===== src/fpu_lite_pkg.sv =====
`default_nettype none

package fpu_lite_pkg;

  ////////////////////////////////////////
  // Operand types

  // Single precision encoding and its fields
  typedef logic [31:0] fp32_t;
  typedef logic [7:0]  fp_exp_t;
  typedef logic [22:0] fp_sig_t;

  // NV DZ OF UF NX, high to low
  typedef logic [4:0] fp_flags_t;

  // RISC-V classify mask
  typedef logic [9:0] fp_class_t;

  ////////////////////////////////////////
  // Operations

  typedef enum logic [1:0] {
    OP_CLASS  = 2'd0,
    OP_CMP    = 2'd1,
    OP_MINMAX = 2'd2,
    OP_SGNJ   = 2'd3
  } fpu_op_e;

  typedef logic [1:0] fpu_param_t;

  localparam fpu_param_t PARAM_EQ    = 2'd0;
  localparam fpu_param_t PARAM_LT    = 2'd1;
  localparam fpu_param_t PARAM_LE    = 2'd2;
  localparam fpu_param_t PARAM_MIN   = 2'd0;
  localparam fpu_param_t PARAM_MAX   = 2'd1;
  localparam fpu_param_t PARAM_SGNJ  = 2'd0;
  localparam fpu_param_t PARAM_SGNJN = 2'd1;
  localparam fpu_param_t PARAM_SGNJX = 2'd2;

  ////////////////////////////////////////
  // Bit positions

  localparam int FLAG_NV = 4;
  localparam int FLAG_DZ = 3;
  localparam int FLAG_OF = 2;
  localparam int FLAG_UF = 1;
  localparam int FLAG_NX = 0;

  localparam int CLASS_NEG_INF  = 0;
  localparam int CLASS_NEG_NORM = 1;
  localparam int CLASS_NEG_SUB  = 2;
  localparam int CLASS_NEG_ZERO = 3;
  localparam int CLASS_POS_ZERO = 4;
  localparam int CLASS_POS_SUB  = 5;
  localparam int CLASS_POS_NORM = 6;
  localparam int CLASS_POS_INF  = 7;
  localparam int CLASS_SNAN     = 8;
  localparam int CLASS_QNAN     = 9;

  localparam fp32_t CANON_NAN = 32'h7fc00000;

endpackage

`default_nettype wire


===== src/fpu_operand_if.sv =====
`default_nettype none

// One decoded request, from the input register to the processing stage
interface fpu_operand_if import fpu_lite_pkg::*; ();

  logic       valid;
  fpu_op_e    op;
  fpu_param_t param;
  fp32_t      a;
  fp32_t      b;
  fp_class_t  a_class;
  fp_class_t  b_class;

  modport src (
    output valid,
    output op,
    output param,
    output a,
    output b,
    output a_class,
    output b_class
  );

  modport dst (
    input valid,
    input op,
    input param,
    input a,
    input b,
    input a_class,
    input b_class
  );

endinterface

`default_nettype wire


===== src/fpu_decode.sv =====
`default_nettype none

module fpu_decode import fpu_lite_pkg::*; (
  input  logic       clk_i,
  input  logic       rst_ni,

  input  logic       req_valid_i,
  input  fpu_op_e    req_op_i,
  input  fpu_param_t req_param_i,
  input  fp32_t      operand_a_i,
  input  fp32_t      operand_b_i,

  fpu_operand_if.src dec_o
);

  // Field split and class bits for one operand
  function automatic fp_class_t classify(fp32_t v);
    logic      sign;
    fp_exp_t   exp_f;
    fp_sig_t   frac;
    logic      exp_zero;
    logic      exp_ones;
    logic      frac_zero;
    fp_class_t cls;

    sign      = v[31];
    exp_f     = v[30:23];
    frac      = v[22:0];
    exp_zero  = (exp_f == '0);
    exp_ones  = (exp_f == '1);
    frac_zero = (frac == '0);
    cls       = '0;

    if (exp_ones && !frac_zero) begin
      // Top fraction bit tells quiet from signaling
      if (frac[22]) begin
        cls[CLASS_QNAN] = 1'b1;
      end else begin
        cls[CLASS_SNAN] = 1'b1;
      end
    end else if (exp_ones) begin
      cls[CLASS_NEG_INF] = sign;
      cls[CLASS_POS_INF] = !sign;
    end else if (exp_zero && frac_zero) begin
      cls[CLASS_NEG_ZERO] = sign;
      cls[CLASS_POS_ZERO] = !sign;
    end else if (exp_zero) begin
      cls[CLASS_NEG_SUB] = sign;
      cls[CLASS_POS_SUB] = !sign;
    end else begin
      cls[CLASS_NEG_NORM] = sign;
      cls[CLASS_POS_NORM] = !sign;
    end
    return cls;
  endfunction

  logic       valid_q;
  fpu_op_e    op_q;
  fpu_param_t param_q;
  fp32_t      a_q;
  fp32_t      b_q;

  ////////////////////////////////////////
  // Request register

  always_ff @(posedge clk_i or negedge rst_ni) begin
    if (!rst_ni) begin
      valid_q <= 1'b0;
    end else begin
      valid_q <= req_valid_i;
    end
  end

  // Payload follows the inputs every cycle
  always_ff @(posedge clk_i) begin
    op_q    <= req_op_i;
    param_q <= req_param_i;
    a_q     <= operand_a_i;
    b_q     <= operand_b_i;
  end

  ////////////////////////////////////////
  // Decoded view

  assign dec_o.valid   = valid_q;
  assign dec_o.op      = op_q;
  assign dec_o.param   = param_q;
  assign dec_o.a       = a_q;
  assign dec_o.b       = b_q;
  assign dec_o.a_class = classify(a_q);
  assign dec_o.b_class = classify(b_q);

endmodule

`default_nettype wire


===== src/fpu_misc_unit.sv =====
`default_nettype none

module fpu_misc_unit import fpu_lite_pkg::*; (
  fpu_operand_if.dst dec_i,

  output logic       res_valid_o,
  output fp32_t      res_value_o,
  output fp_flags_t  res_flags_o
);

  logic a_nan;
  logic b_nan;
  logic a_snan;
  logic b_snan;
  logic any_nan;
  logic any_snan;
  logic both_zero;

  logic lt_ordered;
  logic eq_ordered;
  logic cmp_lt;
  logic cmp_eq;
  logic cmp_signaling;
  logic cmp_invalid;
  logic cmp_bit;

  logic  minmax_max;
  logic  pick_b;
  fp32_t minmax_value;

  logic  sgnj_sign;
  fp32_t sgnj_value;

  ////////////////////////////////////////
  // Operand properties

  assign a_snan   = dec_i.a_class[CLASS_SNAN];
  assign b_snan   = dec_i.b_class[CLASS_SNAN];
  assign a_nan    = a_snan | dec_i.a_class[CLASS_QNAN];
  assign b_nan    = b_snan | dec_i.b_class[CLASS_QNAN];
  assign any_nan  = a_nan | b_nan;
  assign any_snan = a_snan | b_snan;

  // +0 and -0 compare equal
  assign both_zero = (dec_i.a_class[CLASS_NEG_ZERO] | dec_i.a_class[CLASS_POS_ZERO]) &
                     (dec_i.b_class[CLASS_NEG_ZERO] | dec_i.b_class[CLASS_POS_ZERO]);

  ////////////////////////////////////////
  // Compare

  // Ordering assuming neither operand is NaN
  always_comb begin
    if (both_zero) begin
      lt_ordered = 1'b0;
    end else if (dec_i.a[31] != dec_i.b[31]) begin
      lt_ordered = dec_i.a[31];
    end else if (!dec_i.a[31]) begin
      lt_ordered = dec_i.a[30:0] < dec_i.b[30:0];
    end else begin
      // Both negative, larger magnitude is smaller
      lt_ordered = dec_i.b[30:0] < dec_i.a[30:0];
    end
  end

  assign eq_ordered = both_zero | (dec_i.a == dec_i.b);
  assign cmp_lt     = !any_nan & lt_ordered;
  assign cmp_eq     = !any_nan & eq_ordered;

  // LT and LE trap on quiet NaN too
  assign cmp_signaling = (dec_i.param != PARAM_EQ);
  assign cmp_invalid   = cmp_signaling ? any_nan : any_snan;

  always_comb begin
    unique case (dec_i.param)
      PARAM_EQ: cmp_bit = cmp_eq;
      PARAM_LT: cmp_bit = cmp_lt;
      PARAM_LE: cmp_bit = cmp_lt | cmp_eq;
      default:  cmp_bit = 1'b0;
    endcase
  end

  ////////////////////////////////////////
  // Min and max

  assign minmax_max = (dec_i.param != PARAM_MIN);

  // Equal values only differ in sign for the zero pair, -0 is the smaller
  assign pick_b = eq_ordered ? (minmax_max == dec_i.a[31]) : (minmax_max == lt_ordered);

  always_comb begin
    if (a_nan && b_nan) begin
      minmax_value = CANON_NAN;
    end else if (a_nan) begin
      minmax_value = dec_i.b;
    end else if (b_nan) begin
      minmax_value = dec_i.a;
    end else begin
      minmax_value = pick_b ? dec_i.b : dec_i.a;
    end
  end

  ////////////////////////////////////////
  // Sign injection

  always_comb begin
    unique case (dec_i.param)
      PARAM_SGNJ:  sgnj_sign = dec_i.b[31];
      PARAM_SGNJN: sgnj_sign = !dec_i.b[31];
      PARAM_SGNJX: sgnj_sign = dec_i.a[31] ^ dec_i.b[31];
      default:     sgnj_sign = dec_i.a[31];
    endcase
  end

  // NaN payload of a is kept as is
  assign sgnj_value = {sgnj_sign, dec_i.a[30:0]};

  ////////////////////////////////////////
  // Result select

  always_comb begin
    res_flags_o = '0;
    unique case (dec_i.op)
      OP_CLASS: begin
        res_value_o = {22'd0, dec_i.a_class};
      end
      OP_CMP: begin
        res_value_o = {31'd0, cmp_bit};
        res_flags_o[FLAG_NV] = cmp_invalid;
      end
      OP_MINMAX: begin
        res_value_o = minmax_value;
        res_flags_o[FLAG_NV] = any_snan;
      end
      default: begin
        res_value_o = sgnj_value;
      end
    endcase
  end

  assign res_valid_o = dec_i.valid;

endmodule

`default_nettype wire


===== src/fpu_result_stage.sv =====
`default_nettype none

module fpu_result_stage import fpu_lite_pkg::*; (
  input  logic      clk_i,
  input  logic      rst_ni,

  input  logic      res_valid_i,
  input  fp32_t     res_value_i,
  input  fp_flags_t res_flags_i,

  output logic      resp_valid_o,
  output fp32_t     resp_value_o,
  output fp_flags_t resp_flags_o
);

  logic      valid_q;
  fp32_t     value_q;
  fp_flags_t flags_q;

  ////////////////////////////////////////
  // Output registers

  always_ff @(posedge clk_i or negedge rst_ni) begin
    if (!rst_ni) begin
      valid_q <= 1'b0;
    end else begin
      valid_q <= res_valid_i;
    end
  end

  // Hold the last response between strobes
  always_ff @(posedge clk_i) begin
    if (res_valid_i) begin
      value_q <= res_value_i;
      flags_q <= res_flags_i;
    end
  end

  assign resp_valid_o = valid_q;
  assign resp_value_o = value_q;
  assign resp_flags_o = flags_q;

endmodule

`default_nettype wire


===== src/fpu_lite.sv =====
`default_nettype none

module fpu_lite import fpu_lite_pkg::*; (
  input  logic       clk_i,
  input  logic       rst_ni,

  input  logic       req_valid_i,
  input  fpu_op_e    req_op_i,
  input  fpu_param_t req_param_i,
  input  fp32_t      operand_a_i,
  input  fp32_t      operand_b_i,

  output logic       resp_valid_o,
  output fp32_t      resp_value_o,
  output fp_flags_t  resp_flags_o
);

  logic      res_valid;
  fp32_t     res_value;
  fp_flags_t res_flags;

  fpu_operand_if dec_if ();

  ////////////////////////////////////////
  // Stage 1, request register and decode

  fpu_decode u_decode (
    .clk_i       (clk_i),
    .rst_ni      (rst_ni),
    .req_valid_i (req_valid_i),
    .req_op_i    (req_op_i),
    .req_param_i (req_param_i),
    .operand_a_i (operand_a_i),
    .operand_b_i (operand_b_i),
    .dec_o       (dec_if)
  );

  ////////////////////////////////////////
  // Stage 2, operation and output register

  fpu_misc_unit u_misc (
    .dec_i       (dec_if),
    .res_valid_o (res_valid),
    .res_value_o (res_value),
    .res_flags_o (res_flags)
  );

  fpu_result_stage u_result (
    .clk_i        (clk_i),
    .rst_ni       (rst_ni),
    .res_valid_i  (res_valid),
    .res_value_i  (res_value),
    .res_flags_i  (res_flags),
    .resp_valid_o (resp_valid_o),
    .resp_value_o (resp_value_o),
    .resp_flags_o (resp_flags_o)
  );

endmodule

`default_nettype wire


===== config.mk =====
export PLATFORM = sky130hd
export DESIGN_NAME = fpu_lite
export DESIGN_NICKNAME = d
export VERILOG_FILES = /design/src/fpu_lite_pkg.sv /design/src/fpu_operand_if.sv /design/src/fpu_decode.sv /design/src/fpu_misc_unit.sv /design/src/fpu_result_stage.sv /design/src/fpu_lite.sv
export SDC_FILE = /design/constraint.sdc
export NUM_CORES = 1
export LEC_CHECK = 0
export ABC_AREA = 1
export ABC_CLOCK_PERIOD_IN_PS = 2800
export BUFFER_PORTS_ARGS = -buffer_cell sky130_fd_sc_hd__buf_2
export CORE_MARGIN = 2
export CORE_UTILIZATION = 55
export CTS_CLUSTER_DIAMETER = 200
export DETAILED_ROUTE_END_ITERATION = 7
export PLACE_DENSITY = 0.8
export SYNTH_ARGS = -nofsm -noshare
export SYNTH_HDL_FRONTEND = slang
export SYNTH_HIERARCHICAL = 1
export SYNTH_SLANG_ARGS = --single-unit

===== constraint.sdc =====
create_clock -name clk_i -period 2.8 [get_ports clk_i]
set_input_delay 0.14 -clock clk_i [delete_from_list [all_inputs] [get_ports clk_i]]
set_output_delay 0.14 -clock clk_i [all_outputs]
set_load 0.02 [all_outputs]

# Word level (Yosys, flattened, before mapping)
# Cells that the tools add are included.
dict set report totals {
  out_inout_bits 38
  latchBits 0
  ram_bits 0
  memories 0
  rom_bits 0
  regBits 103
  in_bits 71
  wordCells 86
}
dict set report classes {
  bitwise 12
  div 0
  n_mul 0
  n_lt_le_gt_ge 2
  n_mux 37
  eq_ne 10
  n_reduce_logical 17
  n_shift 0
  addsub 0
}
# operator n
set ops {}
lappend ops {{2-to-1 mux 32 bit} 4}
lappend ops {{case mux 32 bit (3 select lines)} 1}
lappend ops {{less-than comparator 31 bit} 2}
lappend ops {{logical NOT 23 bit} 2}
lappend ops {{== test 32 bit} 1}
lappend ops {{2-to-1 mux 1 bit} 18}
lappend ops {{== test 8 bit, second input constant} 2}
lappend ops {{logical NOT 8 bit} 2}
lappend ops {{2-to-1 mux 2 bit} 7}
lappend ops {{2-to-1 mux 8 bit} 1}
lappend ops {{bitwise OR 1 bit} 8}
lappend ops {{2-to-1 mux 6 bit} 1}
lappend ops {{case mux 1 bit (3 select lines)} 2}
lappend ops {{logical AND 1 bit} 5}
lappend ops {{logical NOT 1 bit} 5}
lappend ops {{2-to-1 mux 5 bit} 1}
lappend ops {{== test 2 x 1 -> 1 bit, second input constant} 2}
lappend ops {{== test 2 bit, second input constant} 2}
lappend ops {{logical NOT 2 bit} 2}
lappend ops {{2-to-1 mux 4 bit} 1}
lappend ops {{AND 1 bit} 3}
lappend ops {{== test 1 bit} 2}
lappend ops {{case mux 1 bit (2 select lines)} 1}
lappend ops {{nonzero test 2 bit} 1}
lappend ops {{2 further kinds} 2}

# Logic depth before layout (Yosys ltp)
# Gate-level depths: netlist of run 1.
dict set report logic_depth {
  word_depth 15
  ltp_mapped 23
  ltp_nobuf 22
}

# By module
# Netlist of run 1, hierarchy kept.
# mod seq_area_each_um2 instances area_each_um2 cells_each
set modules_own_cells {}
lappend modules_own_cells {fpu_misc_unit 0.0 1 2134.5 427}
lappend modules_own_cells {fpu_decode 1386.3 1 1844.3 181}
lappend modules_own_cells {fpu_result_stage 1136.1 1 1136.1 38}

# Least setup slack after synthesis of run 1
# OpenSTA, ideal clock, no wires.
dict set report synth_path {
  path_type {register to register}
  from {reg u_decode.a_q[22] (netlist: u_decode/dec_o.a[22])}
  to {reg u_result.value_q[25] (netlist: u_result/resp_value_o[25]), data pin}
  stages_incl_launch_ff 19
  setup_ns 0.253
  period_less_slack_ns 2.303
  setup_slack_ns 0.497
  n_path_buf 1
  arrival_ns 2.050
  path_cell_list {dfxtp_1 -> inv_1 -> ha_1 -> a21o_1 -> nor2_1 -> nand2_1 -> a21oi_1 -> nand2_1 -> a21oi_1 -> nand3_1 -> nand2_1 -> nand2_1 -> nand3_2 -> nand2_4 -> buf_6 -> nand2_1 -> nand3_1 -> nand2_1 -> nand2_1}
}
dict set report synth_via {
  elab_chain_len 15
  elab_cells_between_ends 28
  cone_classes {order compare: 2; eq/ne: 2; mux: 15; bitwise: 4; reduce/logical: 5}
}
# item line
set synth_lines {}
lappend synth_lines {{from (decl)} fpu_decode.sv:60} ;# fp32_t a_q;
lappend synth_lines {{from (signal assigned)} fpu_decode.sv:78} ;# a_q <= operand_a_i;
lappend synth_lines {{branches (longest 13 deep; another with less-than comparator 31 bit)} --}
lappend synth_lines {{2-to-1 mux 32 bit (*)} fpu_misc_unit.sv:91} ;# if (a_nan && b_nan) begin
lappend synth_lines {{case mux 32 bit (3 select lines) (*)} fpu_misc_unit.sv:122} ;# unique case (dec_i.op)
lappend synth_lines {{named net res_value[25]} fpu_lite.sv:19} ;# fp32_t res_value;
lappend synth_lines {{to (signal assigned)} fpu_result_stage.sv:34} ;# value_q <= res_value_i;
lappend synth_lines {{to (decl)} fpu_result_stage.sv:17} ;# fp32_t value_q;
# Mark *: on every way through the listed nets, which the timed path passes.
# A chain may end at the register's enable or synchronous reset.

# Worst setup path in the final report of run 1
dict set report layout_path {
  from {reg u_decode.a_q[11] (netlist: u_decode/dec_o.a[11])}
  to {reg u_result.value_q[9] (netlist: u_result/resp_value_o[9]), data pin}
}
dict set report layout_via {
  elab_chain_len 15
  elab_cells_between_ends 26
  cone_classes {order compare: 2; eq/ne: 2; mux: 13; bitwise: 4; reduce/logical: 5}
}
# item line
set layout_lines {}
lappend layout_lines {{branches (longest 14 deep; another with less-than comparator 31 bit)} --}
lappend layout_lines {{case mux 32 bit (3 select lines) (*)} fpu_misc_unit.sv:122}
lappend layout_lines {{named net res_value[9]} fpu_lite.sv:19}
# Marked as above.

==> results.py, run 1 <==
metrics = {
    "outcome": {
        "status": "finished with violations",
        "failed_checks": "setup timing",
    },
    "drt": {
        "drt_iter0_drc": 588,
        "detail_route.wirelength_um": 15580,
        "vias_per_cell": 5.494,
        "drtPass1Iterations": 8,
        "routedWlPerCell_um": 16.35,
        "post-route-drc-count": 0,
        "remaining_antenna_violation_count": 0,
        "route.vias.total": 5236,
    },
    "clock_tree": {
        "number_of_clock_sinks": 107,
        "cts_max_path_buffers": 2,
        "cts.clk_slew.worst_paths_ns": 0.10,
        "cts_tree": "yes",
        "clk_latency_ns": 0.38,
        "cts_buffers": 9,
        "htreeDepth": 3,
        "clk_root_buffer_cell": "sky130_fd_sc_hd__clkbuf_8",
    },
    "cells_and_area": {
        "instances_no_fill": 953,
        "layout.cells.most_common_list": "sky130_fd_sc_hd__nand2_1, sky130_fd_sc_hd__buf_2, sky130_fd_sc_hd__inv_1",
        "commonest_non_fill_non_tap_cell_in_the_layout": "sky130_fd_sc_hd__nand2_1",
        "synthToLayoutAreaGrowth_pct": 40.49,
        "number_of_inserted_diodes": 0,
        "drive_above_1_share": 0.2696,
        "layout.nets": 943,
    },
    "critical_path": {
        "cpPeakStageDelay_ns": 0.38,
        "critPathBufInv": 2,
        "crit_path_category": "flip-flop to flip-flop",
        "crit_chain": "inv_2 -> ha_4 -> nand2_1 -> nor2_4 -> nand3_2 -> nor2_2 -> nand2_1 -> nand2_2 -> nand2_1 -> nand2_2 -> nand2_1 -> nand2_2 -> nand3_2 -> nand3_1 -> nand3_4 -> nand2_8 -> clkbuf_16 -> nand2_1 -> nand3_1 -> a21oi_1",
        "reg2reg_slack_ns": -0.02,
        "worst-endpoint-required_ns": 2.93,
        "crit_cells": 20,
        "worst_r2r_endpoint": "u_result/resp_value_o[9]",
        "regToRegStartpoint": "u_decode/dec_o.a[11]",
        "critical-path-slowest-cell": "sky130_fd_sc_hd__dfxtp_4",
        "setup.worst_path.start": "u_decode/dec_o.a[11]",
        "timing.critical_path.to_type": "flip-flop",
        "critPathArrivalTime_ns": 2.95,
        "critical_path_peak_fanout": 8,
        "setup.worst_path.start_class": "flip-flop",
        "cp_top_family": "simple AND/OR/NAND/NOR gates",
        "crit_path_frequent_cell": "sky130_fd_sc_hd__nand2_1",
        "ff2ff_path_depth": 20,
    },
    "placed_design": {
        "placement.io_buffers": 108,
        "gp_congestion": 0.9625,
        "dp.cells": 848,
        "detailed_place_hpwl_um": 9198,
    },
    "power_and_ir_drop": {
        "pwr-share-clk": 0.261,
        "pwr-share-seq": 0.516,
        "cellInternalPower_mw": 2.456,
        "vdd_drop_max_mv": 0.3173,
        "powerDensity_mw_per_mm2": 489.6,
        "share_comb_of_total_power": 0.223,
        "sw_frac_of_total": 0.2960,
        "leakagePower_nw": 3.454,
        "p_total_mw": 3.488,
        "p_switching_mw": 1.033,
    },
    "logic_synthesis": {
        "synth_area_sq_mm": 0.005071,
        "syn_area_per_cell_sq_um": 7.986,
        "yosys_warnings": 6,
        "syn_inst": 635,
    },
    "timing": {
        "slew_headroom": 0.6485,
        "final_min_period_over_clock_period": 1.007,
        "worst_setup_margin_ns": -0.01987,
        "timing_worst_slew_pin_value_ns": 0.5273,
        "finalCriticalPeriod_ns": 2.820,
        "final_clock_skew_ns": 0.01723,
        "slew_viol_final": 0,
        "timing.final.setup_violations": 4,
        "finalHoldViolCount": 0,
        "clock.fmax_mhz": 354.6,
    },
    "floorplanning": {
        "dieHeight_um": 100.0,
        "start_util": 0.5567,
        "die-width_um": 100.0,
        "core-area_sq_mm": 0.009109,
        "row_count": 35,
        "design.die.area_sq_mm": 0.01000,
        "boundaryPins": 109,
    },
    "grt": {
        "grt_first_pass_wirelength_um": 21740,
        "via_count_of_the_first_global_routing_pass": 4804,
        "grt_overflow": 0,
        "grt_usage": 0.2797,
        "initial_antenna_violation_count": 0,
        "grt_start_max_net_pins": 39,
    },
    "min_path": {
        "min_path_type": "primary input to async pin",
    },
    "flow_run": {
        "cap_violations": 0,
    },
}
[cell type report]
class	instances	area [sq um]
timing repair buffer	206	1511
sequential	107	2575
multi-input combinational	420	2356
tap	111	138.9
clock buffer	10	148.9
inverter	93	351.6
clock inverter	6	42.54
fill	594	1984
[state kept, by name, indices dropped and copies added, names as in the netlist]
name,flops
u_decode/dec_o.b,32
u_decode/dec_o.param,2
u_decode/dec_o.a,32
u_result/resp_flags_o,5
u_decode/dec_o.op,2
u_result/resp_valid_o,1
u_decode/dec_o.valid,1
u_result/resp_value_o,32
[how the worst max path moves through the flow]
| stage | end | slack, ns |
|---|---|---|
| 3_5_place_dp | u_result/resp_value_o[7] | 0.09 |
| 6_report | u_result/resp_value_o[9] | -0.02 |
| 3_3_place_gp | u_result/resp_value_o[12] | 0.14 |
| 2_1_floorplan | u_result/resp_value_o[25] | 0.50 |
| 4_1_cts | u_result/resp_value_o[11] | 0.07 |
| 5_1_grt | u_result/resp_value_o[9] | -0.14 |
[metal layers]
metal | global-route usage | up-vias | wire (um)
met1 | 0.3323 | 2371 | 5776
met3 | 0.04526 | 88 | 1456
met4 | 0.1233 | 0 | 693
met2 | 0.4995 | 361 | 7658
met5 | 0 | - | 0
li1 | - | 2416 | -
[worst reg2reg max path, stage by stage (launching register included)]
cell	delay, ns
sky130_fd_sc_hd__dfxtp_4	0.38
sky130_fd_sc_hd__inv_2	0.05
sky130_fd_sc_hd__ha_4	0.27
sky130_fd_sc_hd__nand2_1	0.08
sky130_fd_sc_hd__nor2_4	0.15
sky130_fd_sc_hd__nand3_2	0.09
sky130_fd_sc_hd__nor2_2	0.13
sky130_fd_sc_hd__nand2_1	0.11
sky130_fd_sc_hd__nand2_2	0.09
sky130_fd_sc_hd__nand2_1	0.06
sky130_fd_sc_hd__nand2_2	0.08
sky130_fd_sc_hd__nand2_1	0.07
sky130_fd_sc_hd__nand2_2	0.09
sky130_fd_sc_hd__nand3_2	0.08
sky130_fd_sc_hd__nand3_1	0.13
sky130_fd_sc_hd__nand3_4	0.15
sky130_fd_sc_hd__nand2_8	0.16
sky130_fd_sc_hd__clkbuf_16	0.17
sky130_fd_sc_hd__nand2_1	0.07
sky130_fd_sc_hd__nand3_1	0.09
sky130_fd_sc_hd__a21oi_1	0.07
[power by group through the flow]
stage,logic [mW],registers (mW),clock network (mW)
CTS,0.623,1.80,0.924
finish,0.778,1.80,0.909
global route,0.833,1.81,0.995
detailed placement,0.545,1.83,0
floorplan,0.302,1.88,0
global placement,0.525,1.83,0
[per-stage QoR]
stage | TNS (ns) | worst slack (ns) | hold WS (ns) | instance area, sq um | util
5_1_grt | -2.663 | -0.1350 | 0.08464 | 7124 | 0.7821
4_1_cts | 0 | 0.06653 | 0.05676 | 6629 | 0.7277
3_3_place_gp | 0 | 0.1439 | -0.07609 | 5737 | 0.6298
3_5_place_dp | 0 | 0.09171 | -0.07016 | 5737 | 0.6298
6_report | -0.04406 | -0.01987 | 0.07473 | 7124 | 0.7821
2_1_floorplan | 0 | 0.4975 | -0.1556 | 5082 | -
[timing repair]
item / CTS / global route
hold buffers: 70 / 0
hold endpoints to repair: 71 / 0
buffers inserted: 0 / 16
endpoints found under the setup margin: 0 / 32
resized for setup: 0 / 78
Note: power is estimated with default switching activity, not from simulation.
==> run 2, diff against run 1 <==
--- a/config.mk
+++ b/config.mk
@@ -5,11 +5,10 @@
 export SDC_FILE = /design/constraint.sdc
 export NUM_CORES = 1
 export LEC_CHECK = 0
-export ABC_AREA = 1
 export ABC_CLOCK_PERIOD_IN_PS = 2800
 export BUFFER_PORTS_ARGS = -buffer_cell sky130_fd_sc_hd__buf_2
 export CORE_MARGIN = 2
-export CORE_UTILIZATION = 55
+export CORE_UTILIZATION = 54
 export CTS_CLUSTER_DIAMETER = 200
 export DETAILED_ROUTE_END_ITERATION = 7
 export PLACE_DENSITY = 0.8
==> constraint.sdc (replaced) <==
create_clock -name clk_i -period 2.8 [get_ports clk_i]
set_input_delay 0.14 -clock clk_i [delete_from_list [all_inputs] [get_ports clk_i]]
set_output_delay 0.14 -clock clk_i [all_outputs]
set_load 0.05 [all_outputs]
==> results.py, run 2 <==
metrics = {
    "floorplanning": {
        "core-area_sq_mm": 0.008299,
        "dieHeight_um": 96.79,
        "boundaryPins": 109,
        "design.die.area_sq_mm": 0.009368,
        "start_util": 0.5602,
        "row_count": 33,
        "die-width_um": 96.79,
    },
    "power_and_ir_drop": {
        "leakagePower_nw": 3.048,
        "powerDensity_mw_per_mm2": 548.7,
        "p_total_mw": 3.747,
        "vdd_drop_max_mv": 0.3016,
    },
    "placed_design": {
        "gp_congestion": 0.9885,
        "dp.cells": 641,
        "placement.io_buffers": 108,
        "detailed_place_hpwl_um": 8594,
        "post-place-ws_ns": -0.2215,
    },
    "timing": {
        "final_min_period_over_clock_period": 1.108,
        "timing.final.setup_violations": 31,
        "slew_viol_final": 0,
        "slew_headroom": 0.4759,
        "clock.fmax_mhz": 322.3,
        "final.hold.worst_slack_ns": 0.06964,
        "fin_tns_setup_ns": -6.726,
        "timing_worst_slew_pin_value_ns": 0.7832,
        "finalHoldViolCount": 0,
        "worst_setup_margin_ns": -0.3026,
        "final_clock_skew_ns": 0.01280,
        "finalCriticalPeriod_ns": 3.103,
        "rsz0062_at_grt": "true",
    },
    "grt": {
        "grt_overflow": 0,
        "initial_antenna_violation_count": 0,
        "grt_first_pass_wirelength_um": 22030,
        "via_count_of_the_first_global_routing_pass": 4501,
        "grt_start_max_net_pins": 30,
        "grt_usage": 0.2959,
    },
    "cells_and_area": {
        "fillers": 465,
        "number_of_inserted_diodes": 0,
        "drive_above_1_share": 0.3687,
        "synthToLayoutAreaGrowth_pct": 46.85,
        "layout.area.seq_sq_mm": 0.002539,
        "commonest_non_fill_non_tap_cell_in_the_layout": "sky130_fd_sc_hd__buf_2",
        "layout.nets": 733,
        "multi_input_area_sq_mm": 0.002122,
        "layout.cells.most_common_list": "sky130_fd_sc_hd__buf_2, sky130_fd_sc_hd__dlygate4sd3_1, sky130_fd_sc_hd__dfxtp_1",
        "instances_no_fill": 737,
    },
    "critical_path": {
        "cpPeakStageDelay_ns": 0.34,
        "cp_top_family": "compound AO/OA/AOI/OAI gates",
        "crit_chain": "buf_6 -> nor4_4 -> nand4_2 -> nor3_2 -> o22ai_2 -> o211a_4 -> a31oi_2 -> a2111oi_2 -> a311o_1 -> buf_12 -> a221o_1",
        "regToRegStartpoint": "u_decode/dec_o.a[10]",
        "critPathArrivalTime_ns": 3.24,
        "setup.worst_path.start": "u_decode/dec_o.a[10]",
        "critPathBufInv": 2,
        "timing.critical_path.to_type": "flip-flop",
        "setup.worst_path.start_class": "flip-flop",
        "critical-path-slowest-cell": "sky130_fd_sc_hd__dfxtp_2",
        "crit_path_category": "flip-flop to flip-flop",
        "critical_path_peak_fanout": 22,
        "worst-endpoint-required_ns": 2.94,
    },
    "clock_tree": {
        "cts_buffers": 9,
        "clk_latency_ns": 0.38,
        "htreeDepth": 3,
        "cts.clk_slew.worst_paths_ns": 0.11,
        "cts_max_path_buffers": 2,
        "cts_tree": "yes",
        "number_of_clock_sinks": 107,
        "clk_root_buffer_cell": "sky130_fd_sc_hd__clkbuf_8",
    },
    "outcome": {
        "status": "finished with violations",
        "failed_checks": "setup timing",
    },
    "drt": {
        "drtPass1Iterations": 5,
        "post-route-drc-count": 0,
        "drt_iter0_drc": 480,
        "remaining_antenna_violation_count": 0,
        "route.vias.total": 4573,
        "detail_route.wirelength_um": 16120,
        "vias_per_cell": 6.205,
        "routedWlPerCell_um": 21.87,
    },
    "logic_synthesis": {
        "syn_area_per_cell_sq_um": 11.68,
        "syn_inst": 398,
        "synth_area_sq_mm": 0.004649,
        "yosys_warnings": 6,
    },
    "flow_run": {
        "cap_violations": 0,
    },
    "min_path": {
        "min_path_type": "primary input to async pin",
    },
}
## run 2: final cells by class
type,count,area share
clock buffer,13,0.02969
clock inverter,3,0.006780
inverter,44,0.02419
multi-input combinational,240,0.3108
sequential,107,0.3718
tap,105,0.01924
timing repair buffer,225,0.2375
## run 2: what timing repair did
action                                  CTS  global route
endpoints found under the hold margin    71             0
hold buffers                             70             0
buffers inserted                          4             3
cloned                                    0             3
gates resized for setup                  15            34
endpoints found under the setup margin   31            31
pin swaps                                 4             7
## run 2: path summary, 6_finish.rpt
path	to	slack (ns)	cells after the start
max	u_result/resp_value_o[7]	-0.30	11
min	u_result/resp_valid_o	0.07	2
max reg2reg	u_result/resp_value_o[7]	-0.30	11
min reg2reg	u_result/resp_value_o[14]	0.58	1
max in group asynchronous	u_decode/dec_o.valid	2.64	2
min in group clk_i	u_decode/dec_o.a[1]	0.38	2
## run 2: routing by layer
metal / vias up / global-route usage / share of wire
met1: 2173 / 0.3427 / 0.35
met4: 0 / 0.1094 / 0.057
met5: - / 0 / 0
met2: 366 / 0.5278 / 0.49
met3: 98 / 0.07370 / 0.095
li1: 1936 / - / -
## run 2: power by group
part,internal [mW],leakage [nW],total [mW],switching [mW]
clock network,0.580,0.122,1.12,0.540
logic,0.328,1.97,0.820,0.492
registers,1.73,0.954,1.81,0.0798
## run 2: through the flow
stage	utilization	area, sq um
floorplan	-	4672
global placement	0.6706	5565
finish	0.8227	6828
CTS	0.7981	6624
detailed placement	0.6706	5565
global route	0.8227	6828
==> run 3, diff against run 2 <==
--- a/config.mk
+++ b/config.mk
@@ -5,13 +5,13 @@
 export SDC_FILE = /design/constraint.sdc
 export NUM_CORES = 1
 export LEC_CHECK = 0
-export ABC_CLOCK_PERIOD_IN_PS = 2800
+export ABC_CLOCK_PERIOD_IN_PS = 3800
 export BUFFER_PORTS_ARGS = -buffer_cell sky130_fd_sc_hd__buf_2
 export CORE_MARGIN = 2
-export CORE_UTILIZATION = 54
+export CORE_UTILIZATION = 58
 export CTS_CLUSTER_DIAMETER = 200
 export DETAILED_ROUTE_END_ITERATION = 7
-export PLACE_DENSITY = 0.8
+export PLACE_DENSITY = 0.83
 export SYNTH_ARGS = -nofsm -noshare
 export SYNTH_HDL_FRONTEND = slang
 export SYNTH_HIERARCHICAL = 1
==> constraint.sdc (replaced) <==
create_clock -name clk_i -period 3.8 [get_ports clk_i]
set_input_delay 0.19 -clock clk_i [delete_from_list [all_inputs] [get_ports clk_i]]
set_output_delay 0.19 -clock clk_i [all_outputs]
set_load 0.05 [all_outputs]
==> results.py, run 3 (synthesized netlist as in run 2, its figures left out) <==
metrics = {
    "outcome": {
        "status": "complete, no violations",
    },
    "timing": {
        "final_min_period_over_clock_period": 0.9194,
        "fin_tns_setup_ns": 0,
        "timing.final.setup_violations": 0,
        "clock.fmax_mhz": 286.2,
        "finalHoldViolCount": 0,
        "final.hold.worst_slack_ns": 0.1584,
        "worst_setup_margin_ns": 0.3065,
        "slew_headroom": 0.5739,
        "finalCriticalPeriod_ns": 3.494,
        "timing_worst_slew_pin_value_ns": 0.6391,
        "rsz0062_at_grt": "false",
        "slew_viol_final": 0,
        "final_clock_skew_ns": 0.01046,
    },
    "clock_tree": {
        "clk_root_buffer_cell": "sky130_fd_sc_hd__clkbuf_8",
        "clk_latency_ns": 0.37,
        "number_of_clock_sinks": 107,
        "htreeDepth": 3,
        "cts.clk_slew.worst_paths_ns": 0.10,
        "cts_buffers": 9,
        "cts_setup_buffers": 0,
        "cts_max_path_buffers": 2,
        "cts_tree": "yes",
    },
    "power_and_ir_drop": {
        "vdd_drop_max_mv": 0.2529,
        "powerDensity_mw_per_mm2": 410.3,
        "leakagePower_nw": 2.757,
    },
    "grt": {
        "grt_start_max_net_pins": 23,
        "grt_first_pass_wirelength_um": 18690,
        "grt_usage": 0.2774,
        "initial_antenna_violation_count": 0,
        "grt_overflow": 0,
        "via_count_of_the_first_global_routing_pass": 4016,
    },
    "drt": {
        "drtPass1Iterations": 5,
        "top_layer": "met4",
        "routed-wl-met2_um": 5880,
        "detail_route.wirelength_um": 11700,
        "vias_per_cell": 5.806,
        "route.vias.total": 3977,
        "routedWlPerCell_um": 17.08,
        "post-route-drc-count": 0,
        "routedLengthMet1_um": 4476,
        "remaining_antenna_violation_count": 0,
        "drt_iter0_drc": 290,
        "wl_met3_um": 892,
    },
    "floorplanning": {
        "design.die.area_sq_mm": 0.008749,
        "start_util": 0.6017,
        "boundaryPins": 109,
        "core-area_sq_mm": 0.007727,
        "dieHeight_um": 93.54,
        "die-width_um": 93.54,
        "row_count": 32,
    },
    "cells_and_area": {
        "number_of_inserted_diodes": 0,
        "synthToLayoutAreaGrowth_pct": 32.40,
        "drive_above_1_share": 0.2556,
        "commonest_non_fill_non_tap_cell_in_the_layout": "sky130_fd_sc_hd__buf_2",
        "layout.nets": 684,
        "layout.cells.most_common_list": "sky130_fd_sc_hd__buf_2, sky130_fd_sc_hd__dlygate4sd3_1, sky130_fd_sc_hd__dfxtp_1",
    },
    "critical_path": {
        "timing.critical_path.to_type": "flip-flop",
        "critPathArrivalTime_ns": 3.61,
        "worst-endpoint-required_ns": 3.91,
        "crit_chain": "nor3_1 -> and4_2 -> a211oi_1 -> nor2_1 -> nand2_1 -> or2_2 -> a22oi_2 -> nor4_4 -> and2_4 -> a221o_1",
        "reg2reg_slack_ns": 0.31,
        "critical-path-slowest-cell": "sky130_fd_sc_hd__nor2_1",
        "critical_path_peak_fanout": 22,
        "setup.worst_path.start_class": "flip-flop",
        "crit_path_category": "flip-flop to flip-flop",
        "cpPeakStageDelay_ns": 0.48,
    },
    "flow_run": {
        "cap_violations": 0,
    },
    "placed_design": {
        "gp_congestion": 1.050,
        "detailed_place_hpwl_um": 7722,
        "placement.io_buffers": 108,
        "post-place-ws_ns": 0.3531,
    },
    "min_path": {
        "min_path_type": "primary input to async pin",
    },
}
==> run 3: cell types whose count changed in the layout (fill, tap and decap cells not counted), sizes merged <==
| cell | change |
|---|---|
| bufinv | -1 |
| clkbuf | +1 |
| clkinvlp | -1 |
| buf | -46 |
| clkinv | +1 |
| and2 | -3 |
==> run 3: routing by layer <==
metal,GRT usage,up-vias
met5,0,-
li1,-,1847
met2,0.4874,233
met4,0.1184,0
met3,0.06205,49
met1,0.3259,1848
==> run 3: worst paths after layout <==
| path | from | end | cells after the start |
|---|---|---|---|
| min in group clk_i | operand_a_i[25] | u_decode/dec_o.a[25] | 2 |
| max reg2reg | u_decode/dec_o.a[13] | u_result/resp_value_o[2] | 10 |
| max | u_decode/dec_o.a[13] | u_result/resp_value_o[2] | 10 |
| min reg2reg | u_decode/dec_o.a[13] | u_result/resp_value_o[13] | 1 |
| min | rst_ni | u_decode/dec_o.valid | 2 |
| max in group asynchronous | rst_ni | u_result/resp_valid_o | 2 |
==> run 3: what timing repair did <==
item                                    in CTS  in global routing
endpoints found under the setup margin       0                  1
endpoints found under the hold margin       71                  0
gates resized for setup                      0                  1
hold buffers                                70                  0
==> run 3: report_power, final <==
group / leakage, nW / switching, mW / internal (mW)
logic: 1.70 / 0.300 / 0.188
clock network: 0.107 / 0.368 / 0.339
registers: 0.954 / 0.0607 / 1.27
==> run 3: final cells by class <==
type / count / area, sq um
Clock inverter: 2 / 13.76
Sequential cell: 107 / 2522
Fill cell: 445 / 1572
Timing Repair Buffer: 179 / 1249
Tap cell: 102 / 127.6
Clock buffer: 14 / 195.2
Inverter: 44 / 165.2
Multi-Input combinational cell: 237 / 1883
==> run 3: through the flow <==
stage               cells  cell area [sq um]  total power [mW]  utilization
finish                685               6156             2.526       0.7966
global placement      599               5245             1.758       0.6788
detailed placement    599               5245             1.773       0.6788
floorplan             401               4661             1.656            -
CTS                   685               6155             2.519       0.7965
global route          685               6156             2.621       0.7966
==> run 3: critical path, delay by kind of cell (launching register included) <==
family	cells	cell delay, ns
simple gates	7	2.20
compound gates	3	0.70
flops	1	0.33
